==> src/common/usb_pm_pkg.sv <==
// Power-management types; limits count 48 MHz cycles and the event record is 7 bits.
`default_nettype none

package usb_pm_pkg;

    // Power states of the controller.
    typedef enum logic [1:0] {
        ACTIVE  = 2'd0,
        IDLE    = 2'd1,
        SUSPEND = 2'd2,
        RESUME  = 2'd3
    } pm_state_t;

    // Reason for a state change.
    typedef enum logic [2:0] {
        IDLE_TIMEOUT    = 3'd0,
        SW_SUSPEND      = 3'd1,
        BUS_WAKE        = 3'd2,
        SW_RESUME       = 3'd3,
        SUSPEND_TIMEOUT = 3'd4,
        RESUME_DONE     = 3'd5
    } pm_cause_t;

    // Event record, laid out as the EVENT register: cause[6:4], to[3:2], from[1:0].
    typedef struct packed {
        pm_cause_t cause;
        pm_state_t to_state;
        pm_state_t from_state;
    } pm_event_t;

    // Programmable timing limits.
    typedef struct packed {
        logic [15:0] idle_limit;
        logic [15:0] suspend_limit;
        logic [15:0] resume_time;
    } pm_limits_t;

    localparam pm_limits_t pm_limits_reset = '{
        idle_limit:    16'd3000,
        suspend_limit: 16'd20000,
        resume_time:   16'd1000
    };

endpackage

`default_nettype wire

==> src/common/apb_pkg.sv <==
// APB request and response bundles with an 8-bit byte address and 32-bit data.
`default_nettype none

package apb_pkg;

    typedef struct packed {
        logic        psel;
        logic        penable;
        logic        pwrite;
        logic [7:0]  paddr;
        logic [31:0] pwdata;
    } apb_req_t;

    typedef struct packed {
        logic        pready;
        logic        pslverr;
        logic [31:0] prdata;
    } apb_rsp_t;

    // Register map of the power manager.
    typedef enum logic [7:0] {
        CTRL          = 8'h00,
        STATUS        = 8'h04,
        IDLE_LIMIT    = 8'h08,
        SUSPEND_LIMIT = 8'h0C,
        RESUME_TIME   = 8'h10,
        EVENT         = 8'h14
    } pm_reg_addr_t;

endpackage

`default_nettype wire

==> src/rtl/line_activity_detector.sv <==
// Activity is anything but J on D+/D-, plus one cycle after each change; latency is 3 cycles.
`timescale 1ns/100ps
`default_nettype none

module line_activity_detector (
    input  logic clk_48mhz,
    input  logic reset_n,
    input  logic dp,
    input  logic dm,
    output logic bus_activity
);

    // Full-speed idle J state is D+ high, D- low.
    localparam logic [1:0] LINE_J = 2'b10;

    logic [1:0] line_meta;
    logic [1:0] line_sync;
    logic [1:0] line_prev;
    logic       not_j;
    logic       changed;

    // Two-flop synchronizer, reset to J so that no activity is seen out of reset.
    always_ff @(posedge clk_48mhz or negedge reset_n) begin
        if (!reset_n) begin
            line_meta <= LINE_J;
            line_sync <= LINE_J;
            line_prev <= LINE_J;
        end else begin
            line_meta <= {dp, dm};
            line_sync <= line_meta;
            line_prev <= line_sync;
        end
    end

    assign not_j   = line_sync != LINE_J;
    assign changed = line_sync != line_prev;

    always_ff @(posedge clk_48mhz or negedge reset_n) begin
        if (!reset_n) begin
            bus_activity <= 1'b0;
        end else begin
            bus_activity <= not_j || changed;
        end
    end

    // The controller must never see an unknown activity flag.
    assert property (@(posedge clk_48mhz) disable iff (!reset_n)
        !$isunknown(bus_activity));

endmodule

`default_nettype wire

==> src/power_ctrl/usb_low_power_ctrl.sv <==
// One 16-bit counter serves idle, suspend and resume timing; clk_en and pll_en are plain flags.
`timescale 1ns/100ps
`default_nettype none

module usb_low_power_ctrl (
    input  logic                   clk_48mhz,
    input  logic                   reset_n,
    input  logic                   bus_activity,
    input  logic                   suspend_req,
    input  logic                   resume_req,
    input  usb_pm_pkg::pm_limits_t limits,
    output usb_pm_pkg::pm_state_t  state,
    output logic                   suspend_state,
    output logic                   clk_en,
    output logic                   pll_en,
    output logic                   event_valid,
    output usb_pm_pkg::pm_event_t  event_rec
);

    import usb_pm_pkg::*;

    pm_state_t   next_state;
    pm_cause_t   next_cause;
    logic [15:0] counter;
    logic [15:0] counter_inc;
    logic [15:0] counter_next;
    logic        transition;

    assign counter_inc = counter + 16'd1;

    always_comb begin
        next_state   = state;
        next_cause   = IDLE_TIMEOUT;
        counter_next = counter;
        case (state)
            ACTIVE: begin
                if (bus_activity) begin
                    counter_next = '0;
                end else if (suspend_req) begin
                    next_state = IDLE;
                    next_cause = SW_SUSPEND;
                end else if (counter >= limits.idle_limit) begin
                    next_state = IDLE;
                    next_cause = IDLE_TIMEOUT;
                end else begin
                    counter_next = counter_inc;
                end
            end
            IDLE: begin
                if (bus_activity) begin
                    next_state   = ACTIVE;
                    next_cause   = BUS_WAKE;
                    counter_next = '0;
                end else if (counter >= limits.suspend_limit) begin
                    next_state = SUSPEND;
                    next_cause = SUSPEND_TIMEOUT;
                end else begin
                    counter_next = counter_inc;
                end
            end
            SUSPEND: begin
                // Bus wake takes priority when both arrive together.
                if (bus_activity) begin
                    next_state   = RESUME;
                    next_cause   = BUS_WAKE;
                    counter_next = '0;
                end else if (resume_req) begin
                    next_state   = RESUME;
                    next_cause   = SW_RESUME;
                    counter_next = '0;
                end
            end
            RESUME: begin
                if (counter >= limits.resume_time) begin
                    next_state   = ACTIVE;
                    next_cause   = RESUME_DONE;
                    counter_next = '0;
                end else begin
                    counter_next = counter_inc;
                end
            end
        endcase
    end

    assign transition = next_state != state;

    // Output flags change only on the edge that enters a state.
    always_ff @(posedge clk_48mhz or negedge reset_n) begin
        if (!reset_n) begin
            state         <= ACTIVE;
            counter       <= '0;
            suspend_state <= 1'b0;
            clk_en        <= 1'b1;
            pll_en        <= 1'b1;
            event_valid   <= 1'b0;
        end else begin
            state       <= next_state;
            counter     <= counter_next;
            event_valid <= transition;
            if (transition) begin
                case (next_state)
                    SUSPEND: begin
                        suspend_state <= 1'b1;
                        clk_en        <= 1'b0;
                        pll_en        <= 1'b0;
                    end
                    RESUME: begin
                        pll_en <= 1'b1;
                    end
                    ACTIVE: begin
                        clk_en        <= 1'b1;
                        suspend_state <= 1'b0;
                    end
                    default: begin
                        // Entering IDLE leaves the flags as they were in ACTIVE.
                    end
                endcase
            end
        end
    end

    always_ff @(posedge clk_48mhz) begin
        if (transition) begin
            event_rec <= '{cause: next_cause, to_state: next_state, from_state: state};
        end
    end

    // The core clock never runs without the PLL.
    assert property (@(posedge clk_48mhz) disable iff (!reset_n)
        clk_en |-> pll_en);

    assert property (@(posedge clk_48mhz) disable iff (!reset_n)
        suspend_state == ((state == SUSPEND) || (state == RESUME)));

endmodule

`default_nettype wire

==> src/rtl/pm_event_fifo.sv <==
// EVENT_DEPTH must be a power of two, at least 2; a push into a full FIFO is lost.
`timescale 1ns/100ps
`default_nettype none

module pm_event_fifo #(
    parameter int EVENT_DEPTH = 8
) (
    input  logic                          clk_48mhz,
    input  logic                          reset_n,
    input  logic                          push,
    input  usb_pm_pkg::pm_event_t         push_rec,
    input  logic                          pop,
    input  logic                          clear_overflow,
    output usb_pm_pkg::pm_event_t         head_rec,
    output logic [$clog2(EVENT_DEPTH):0]  count,
    output logic                          overflow
);

    import usb_pm_pkg::*;

    localparam int PTR_W = $clog2(EVENT_DEPTH);

    pm_event_t        mem [EVENT_DEPTH];
    logic [PTR_W-1:0] wr_ptr;
    logic [PTR_W-1:0] rd_ptr;
    logic             full;
    logic             do_push;
    logic             do_pop;

    assign full     = count == (PTR_W + 1)'(EVENT_DEPTH);
    assign do_pop   = pop && (count != '0);
    // A pop on the same edge frees the slot for the push.
    assign do_push  = push && (!full || do_pop);
    assign head_rec = mem[rd_ptr];

    always_ff @(posedge clk_48mhz) begin
        if (do_push) begin
            mem[wr_ptr] <= push_rec;
        end
    end

    always_ff @(posedge clk_48mhz or negedge reset_n) begin
        if (!reset_n) begin
            wr_ptr   <= '0;
            rd_ptr   <= '0;
            count    <= '0;
            overflow <= 1'b0;
        end else begin
            if (do_push) begin
                wr_ptr <= wr_ptr + 1'b1;
            end
            if (do_pop) begin
                rd_ptr <= rd_ptr + 1'b1;
            end
            count <= count + {{PTR_W{1'b0}}, do_push} - {{PTR_W{1'b0}}, do_pop};
            if (clear_overflow) begin
                overflow <= 1'b0;
            end
            // A new drop wins over a clear on the same edge.
            if (push && !do_push) begin
                overflow <= 1'b1;
            end
        end
    end

    assert property (@(posedge clk_48mhz) disable iff (!reset_n)
        pop |-> count != '0);

endmodule

`default_nettype wire

==> src/rtl/pm_apb_regs.sv <==
// No wait states; STATUS holds a 4-bit FIFO count, so EVENT_DEPTH is at most 8.
`timescale 1ns/100ps
`default_nettype none

module pm_apb_regs #(
    parameter int EVENT_DEPTH = 8
) (
    input  logic                          clk_48mhz,
    input  logic                          reset_n,
    input  apb_pkg::apb_req_t             apb_req,
    output apb_pkg::apb_rsp_t             apb_rsp,
    input  usb_pm_pkg::pm_state_t         state,
    input  logic [$clog2(EVENT_DEPTH):0]  fifo_count,
    input  logic                          overflow,
    input  usb_pm_pkg::pm_event_t         head_rec,
    output usb_pm_pkg::pm_limits_t        limits,
    output logic                          suspend_req,
    output logic                          resume_req,
    output logic                          pop,
    output logic                          clear_overflow
);

    import usb_pm_pkg::*;
    import apb_pkg::*;

    pm_reg_addr_t reg_addr;
    logic         access;
    logic         wr;
    logic         rd;
    logic         mapped;
    logic         fifo_empty;
    logic         ctrl_wr;
    logic [3:0]   count_field;
    logic [31:0]  rdata;

    assign reg_addr    = pm_reg_addr_t'(apb_req.paddr);
    assign access      = apb_req.psel && apb_req.penable;
    assign wr          = access && apb_req.pwrite;
    assign rd          = access && !apb_req.pwrite;
    assign fifo_empty  = fifo_count == '0;
    assign ctrl_wr     = wr && (reg_addr == CTRL);
    assign count_field = 4'(fifo_count);

    always_comb begin
        mapped = 1'b1;
        rdata  = '0;
        case (reg_addr)
            CTRL:          rdata = '0;
            STATUS:        rdata = {23'd0, overflow, count_field, 2'd0, state};
            IDLE_LIMIT:    rdata = {16'd0, limits.idle_limit};
            SUSPEND_LIMIT: rdata = {16'd0, limits.suspend_limit};
            RESUME_TIME:   rdata = {16'd0, limits.resume_time};
            EVENT:         rdata = fifo_empty ? '0 : {25'd0, head_rec};
            default:       mapped = 1'b0;
        endcase
    end

    assign apb_rsp.pready  = access;
    assign apb_rsp.prdata  = rd ? rdata : '0;
    assign apb_rsp.pslverr = access && (!mapped ||
                             (apb_req.pwrite && (reg_addr == STATUS || reg_addr == EVENT)) ||
                             (!apb_req.pwrite && reg_addr == EVENT && fifo_empty));

    // Pop and clear act on the access edge itself.
    assign pop            = rd && (reg_addr == EVENT) && !fifo_empty;
    assign clear_overflow = ctrl_wr && apb_req.pwdata[2];

    always_ff @(posedge clk_48mhz or negedge reset_n) begin
        if (!reset_n) begin
            limits      <= pm_limits_reset;
            suspend_req <= 1'b0;
            resume_req  <= 1'b0;
        end else begin
            suspend_req <= ctrl_wr && apb_req.pwdata[0];
            resume_req  <= ctrl_wr && apb_req.pwdata[1];
            if (wr && reg_addr == IDLE_LIMIT) begin
                limits.idle_limit <= apb_req.pwdata[15:0];
            end
            if (wr && reg_addr == SUSPEND_LIMIT) begin
                limits.suspend_limit <= apb_req.pwdata[15:0];
            end
            if (wr && reg_addr == RESUME_TIME) begin
                limits.resume_time <= apb_req.pwdata[15:0];
            end
        end
    end

    assert property (@(posedge clk_48mhz) disable iff (!reset_n)
        apb_req.penable |-> apb_req.psel);

endmodule

`default_nettype wire

==> src/rtl/usb_pm_top.sv <==
// USB suspend/resume manager without SE0 reset or remote wakeup; EVENT_DEPTH from 2 to 8.
`timescale 1ns/100ps
`default_nettype none

module usb_pm_top #(
    parameter int EVENT_DEPTH = 8
) (
    input  logic              clk_48mhz,
    input  logic              reset_n,
    input  logic              dp,
    input  logic              dm,
    input  apb_pkg::apb_req_t apb_req,
    output apb_pkg::apb_rsp_t apb_rsp,
    output logic              suspend_state,
    output logic              clk_en,
    output logic              pll_en
);

    import usb_pm_pkg::*;

    localparam int CNT_W = $clog2(EVENT_DEPTH) + 1;

    logic             bus_activity;
    pm_limits_t       limits;
    logic             suspend_req;
    logic             resume_req;
    pm_state_t        state;
    logic             event_valid;
    pm_event_t        event_rec;
    pm_event_t        head_rec;
    logic [CNT_W-1:0] fifo_count;
    logic             overflow;
    logic             pop;
    logic             clear_overflow;

    line_activity_detector line_activity_detector_inst (
        .clk_48mhz    (clk_48mhz),
        .reset_n      (reset_n),
        .dp           (dp),
        .dm           (dm),
        .bus_activity (bus_activity)
    );

    usb_low_power_ctrl usb_low_power_ctrl_inst (
        .clk_48mhz     (clk_48mhz),
        .reset_n       (reset_n),
        .bus_activity  (bus_activity),
        .suspend_req   (suspend_req),
        .resume_req    (resume_req),
        .limits        (limits),
        .state         (state),
        .suspend_state (suspend_state),
        .clk_en        (clk_en),
        .pll_en        (pll_en),
        .event_valid   (event_valid),
        .event_rec     (event_rec)
    );

    pm_event_fifo #(
        .EVENT_DEPTH (EVENT_DEPTH)
    ) pm_event_fifo_inst (
        .clk_48mhz      (clk_48mhz),
        .reset_n        (reset_n),
        .push           (event_valid),
        .push_rec       (event_rec),
        .pop            (pop),
        .clear_overflow (clear_overflow),
        .head_rec       (head_rec),
        .count          (fifo_count),
        .overflow       (overflow)
    );

    pm_apb_regs #(
        .EVENT_DEPTH (EVENT_DEPTH)
    ) pm_apb_regs_inst (
        .clk_48mhz      (clk_48mhz),
        .reset_n        (reset_n),
        .apb_req        (apb_req),
        .apb_rsp        (apb_rsp),
        .state          (state),
        .fifo_count     (fifo_count),
        .overflow       (overflow),
        .head_rec       (head_rec),
        .limits         (limits),
        .suspend_req    (suspend_req),
        .resume_req     (resume_req),
        .pop            (pop),
        .clear_overflow (clear_overflow)
    );

endmodule

`default_nettype wire

==> config.mk <==
export PLATFORM = sky130hd
export DESIGN_NAME = usb_pm_top
export DESIGN_NICKNAME = d
export VERILOG_FILES = /design/src/common/usb_pm_pkg.sv /design/src/common/apb_pkg.sv /design/src/rtl/line_activity_detector.sv /design/src/power_ctrl/usb_low_power_ctrl.sv /design/src/rtl/pm_event_fifo.sv /design/src/rtl/pm_apb_regs.sv /design/src/rtl/usb_pm_top.sv
export SDC_FILE = /design/constraint.sdc
export NUM_CORES = 1
export LEC_CHECK = 0
export BUFFER_PORTS_ARGS = -buffer_cell sky130_fd_sc_hd__buf_2
export CORE_ASPECT_RATIO = 1.25
export CORE_MARGIN = 3
export CORE_UTILIZATION = 33
export CTS_BUF_LIST = sky130_fd_sc_hd__clkbuf_4 sky130_fd_sc_hd__clkbuf_8
export DETAILED_ROUTE_END_ITERATION = 10
export PLACE_DENSITY = 0.62
export SLEW_MARGIN = 25
export SYNTH_ARGS = -nofsm -noshare
export SYNTH_HDL_FRONTEND = slang
export SYNTH_SLANG_ARGS = --single-unit
==> constraint.sdc <==
create_clock -name clk_48mhz -period 7.6 [get_ports clk_48mhz]
set_input_delay 2.28 -clock clk_48mhz [delete_from_list [all_inputs] [get_ports clk_48mhz]]
set_output_delay 2.28 -clock clk_48mhz [all_outputs]
set_load 0.02 [all_outputs]
==> summary.txt <==
Worst setup path
  – WP data required: about 5.3 ns
  – Worst-path maximum fanout: 14
  – Critical path capture point type: output port
  – CP Class: in2out
  – WP data arrival: 4.24 ns
  – Worst Setup Start Kind: primary input

STA
  – Max-slew headroom: 35.13%
  – Slew Limit Fails: 0
  – Setup tns final: 0 ns
  – Final hold vios: 0
  – Max Fclk: approximately 150 MHz
  – Hold slack: 0.3522 ns
  – Period minus WS final: 6.518 ns
  – Tcrit/Tclk final: 85.76%
  – Final Skew: 0.01564 ns
  – RSZ-0062 raised after global routing: no
  – Fin worst setup slack: around 1.1 ns
  – Worst-Margin Slew: between 0.9 and 1 ns
  – Final setup viols: 0

Synthesis
  – Asr flop ratio synth: 58.82%
  – Area share of the largest cell type after synthesis: 23.32%
  – Post-synth top flop: dfrtp_1
  – Post-Syn Area per Cell: about 12 µm²
  – Post-synth EDFFs: 63
  – Netlist cell types: 70
  – Post-Syn Area: 8112 µm²
  – Synth area leaders: edfxtp_1 23%, dfrtp_1 21%, ha_1 8.8%
  – Post-Syn Instances: approximately 660
  – Ys Warns: 0
  – Sequential share of the synthesized area: 51.44%
  – Cell taking the most area after synthesis: edfxtp_1
  – Register bit count reported by yosys: ~150

Final layout
  – Fraction of layout cells with a size suffix above 1: 27.85%
  – Ant. Diodes: 0
  – Final Core Density: a little under two fifths
  – Final #Nets: 821
  – # fillers: 2,363
  – Area Overhead vs Synth: 11.48%

Routing
  – WL final: 18,180 µm
  – DRT antenna net count: 0
  – Vias: 5,314
  – Post-route DRC: 0
  – First-pass DRT Iterations: 6
  – DR iter-0 viols: 353
  – Average via count per standard cell: 5.042
  – Wire length per cell: 17.25 µm

Placement
  – RePlAce Congestion: about 0.81
  – Place WS: 1.097 ns
  – HPWL after DPL: 12,880 µm
  – PortBufs: 51

Clock network
  – Total CTS buffers: 17
  – Clk sinks: 153
  – Htree depth: 4
  – Reg clk slew, reported paths: 0.08 ns
  – CTS resizes: 0
  – Setup bufs post-CTS: 0
  – CTS tree: yes
  – Maximum root-to-sink buffer count: 2
  – Skew-Pair Late Insertion Delay: 0.45 ns
  – CTS root buffer: clkbuf_8
  – Hold Buf Count CTS: 0

Hold path
  – Worst Hold Class: reg2reg

Global route
  – Vias in the first global route: 5,259
  – Gr usage total: 13.84%
  – Antenna violations before repair: 0
  – GRT Residual Overflow: 0
  – Largest net degree at the start of global routing: between 60 and 70
  – First-pass GRT wire length: 28,900 µm

Floorplan
  – CORE AREA: 23,960 µm²
  – Chip Width: 146.2 µm
  – DIE HEIGHT: 181.3 µm
  – Die footprint: 26,510 µm²
  – Rows: 63
  – Starting density of the core: ~34%
  – I/O pin cnt: 84

Power and ir drop
  – Peak supply drop: 0.1038 mV
  – Leakage: 3.713 nW
  – Pwr Density: 207.1 nW/µm²

Run
  – Max Cap Viol: 0

Status
  – Status: completed
[layout make-up]
cell class	instances	area (µm²)	share of cell area, %
Clock buffer	18	241.5	2.671
Clock inverter	14	151.4	1.674
Inverter	60	225.2	2.491
Multi-Input combinational cell	425	3526	38.99
Sequential cell	153	4174	46.16
Tap cell	325	406.6	4.497
Timing Repair Buffer	59	317.8	3.515
[synth_stat cells (all sizes together), types with 5 or more instances]
library cell,n
a21oi,24
o21ai,17
a221o,8
and3,12
nor2,37
a41oi,5
clkbuf,9
nand2,44
edfxtp,63
inv,60
nand4,6
ha,57
a31oi,12
a222oi,9
nand2b,10
buf,30
nor3,8
mux4,14
dfstp,23
dfrtp,67
a22oi,14
and2,6
mux2,56
nand3,12
o21a,6
or2,5
or3,5
[critical path, stage by stage]
cell and delay (ns):
buf_2 0.10, nor3_2 0.25, nand2b_1 0.15, o21ai_0 0.19
nand3_1 0.56, a31oi_1 0.47, buf_2 0.23
[per-layer routing]
| layer | up-vias | GRT usage, % | share of wire, % |
|---|---|---|---|
| met2 | 169 | 21.82 | 47 |
| li1 | 2520 | - | - |
| met4 | 0 | 3.765 | 1.2 |
| met3 | 15 | 3.186 | 6.2 |
| met1 | 2610 | 19.23 | 46 |
| met5 | - | 0 | 0 |
[where the power goes]
group          switching, mW  internal, mW
clock                  0.345         0.276
combinational          0.137        0.0910
sequential            0.0650         0.959
total                  0.547          1.33
[sequential cells by signal, indices dropped and copies added, names as in the netlist]
signal,flops
pm_event_fifo_inst.mem,56
pm_apb_regs_inst.limits,48
usb_low_power_ctrl_inst.counter,16
usb_low_power_ctrl_inst.event_rec,7
pm_event_fifo_inst.count,4
pm_event_fifo_inst.rd_ptr,3
pm_event_fifo_inst.wr_ptr,3
line_activity_detector_inst.line_meta,2
line_activity_detector_inst.line_prev,2
line_activity_detector_inst.line_sync,2
usb_low_power_ctrl_inst.state,2
line_activity_detector_inst.bus_activity,1
pm_apb_regs_inst.resume_req,1
pm_apb_regs_inst.suspend_req,1
pm_event_fifo_inst.overflow,1
usb_low_power_ctrl_inst.clk_en,1
usb_low_power_ctrl_inst.event_valid,1
usb_low_power_ctrl_inst.pll_en,1
usb_low_power_ctrl_inst.suspend_state,1
[path summary, 6_finish.rpt]
path | start | endpoint | slack, ns | cells after the start
worst max-delay path | apb_req[39] | apb_rsp[1] | 1.08 | 7
worst min-delay path | line_activity_detector_inst.line_meta[0] | line_activity_detector_inst.line_sync[0] | 0.35 | 0
worst max register to register | pm_apb_regs_inst.limits[37] | usb_low_power_ctrl_inst.counter[0] | 4.19 | 8
worst min register to register | line_activity_detector_inst.line_meta[0] | line_activity_detector_inst.line_sync[0] | 0.35 | 0
max in group asynchronous | reset_n | usb_low_power_ctrl_inst.suspend_state | 4.72 | 2
min in group asynchronous | reset_n | pm_apb_regs_inst.limits[19] | 1.72 | 1
[cells in the final DEF, fill, tap and decap left out, types with 4 or more instances in the layout]
cell type,count
o21ai_0,16
buf_4,9
nand4_1,6
dfstp_2,23
a222oi_1,9
mux2_2,56
nand2_1,43
edfxtp_1,63
buf_2,50
nand3_1,10
o211ai_1,4
or3_1,4
mux4_2,14
and3_1,11
nor3_1,6
conb_1,16
o21a_1,6
inv_6,5
and2_1,6
a31oi_1,12
clkbuf_8,17
a21oi_1,24
nor2_1,34
inv_1,60
a22oi_1,14
dfrtp_1,66
nand2b_1,8
ha_1,57
a221o_1,8
a41oi_1,5
mux2i_1,4
[through the flow]
| stage | cell area, µm² | std cells | total power [mW] |
|---|---|---|---|
| final | 9042 | 1054 | 1.873 |
| after detailed placement | 8648 | 1022 | 1.271 |
| after global placement | 8648 | 1022 | 1.266 |
| after CTS | 9041 | 1054 | 1.896 |
| after global routing | 9042 | 1054 | 1.964 |
| after floorplan | 8168 | 677 | 1.191 |
[kinds of logic (layout without fill, tap and decap cells)]
logic type | after synthesis | after routing | share of synthesized area, %
flops | 153 | 153 | 51.44
simple gates | 152 | 152 | 9.872
compound gates | 119 | 119 | 11.01
buf+inv | 99 | 151 | 5.784
mux | 74 | 74 | 12.15
fa+ha+maj | 58 | 58 | 9.039
xor+xnor | 6 | 6 | 0.6480
other cells | 1 | 16 | 0.04623
(Power assumes the default switching activity.)
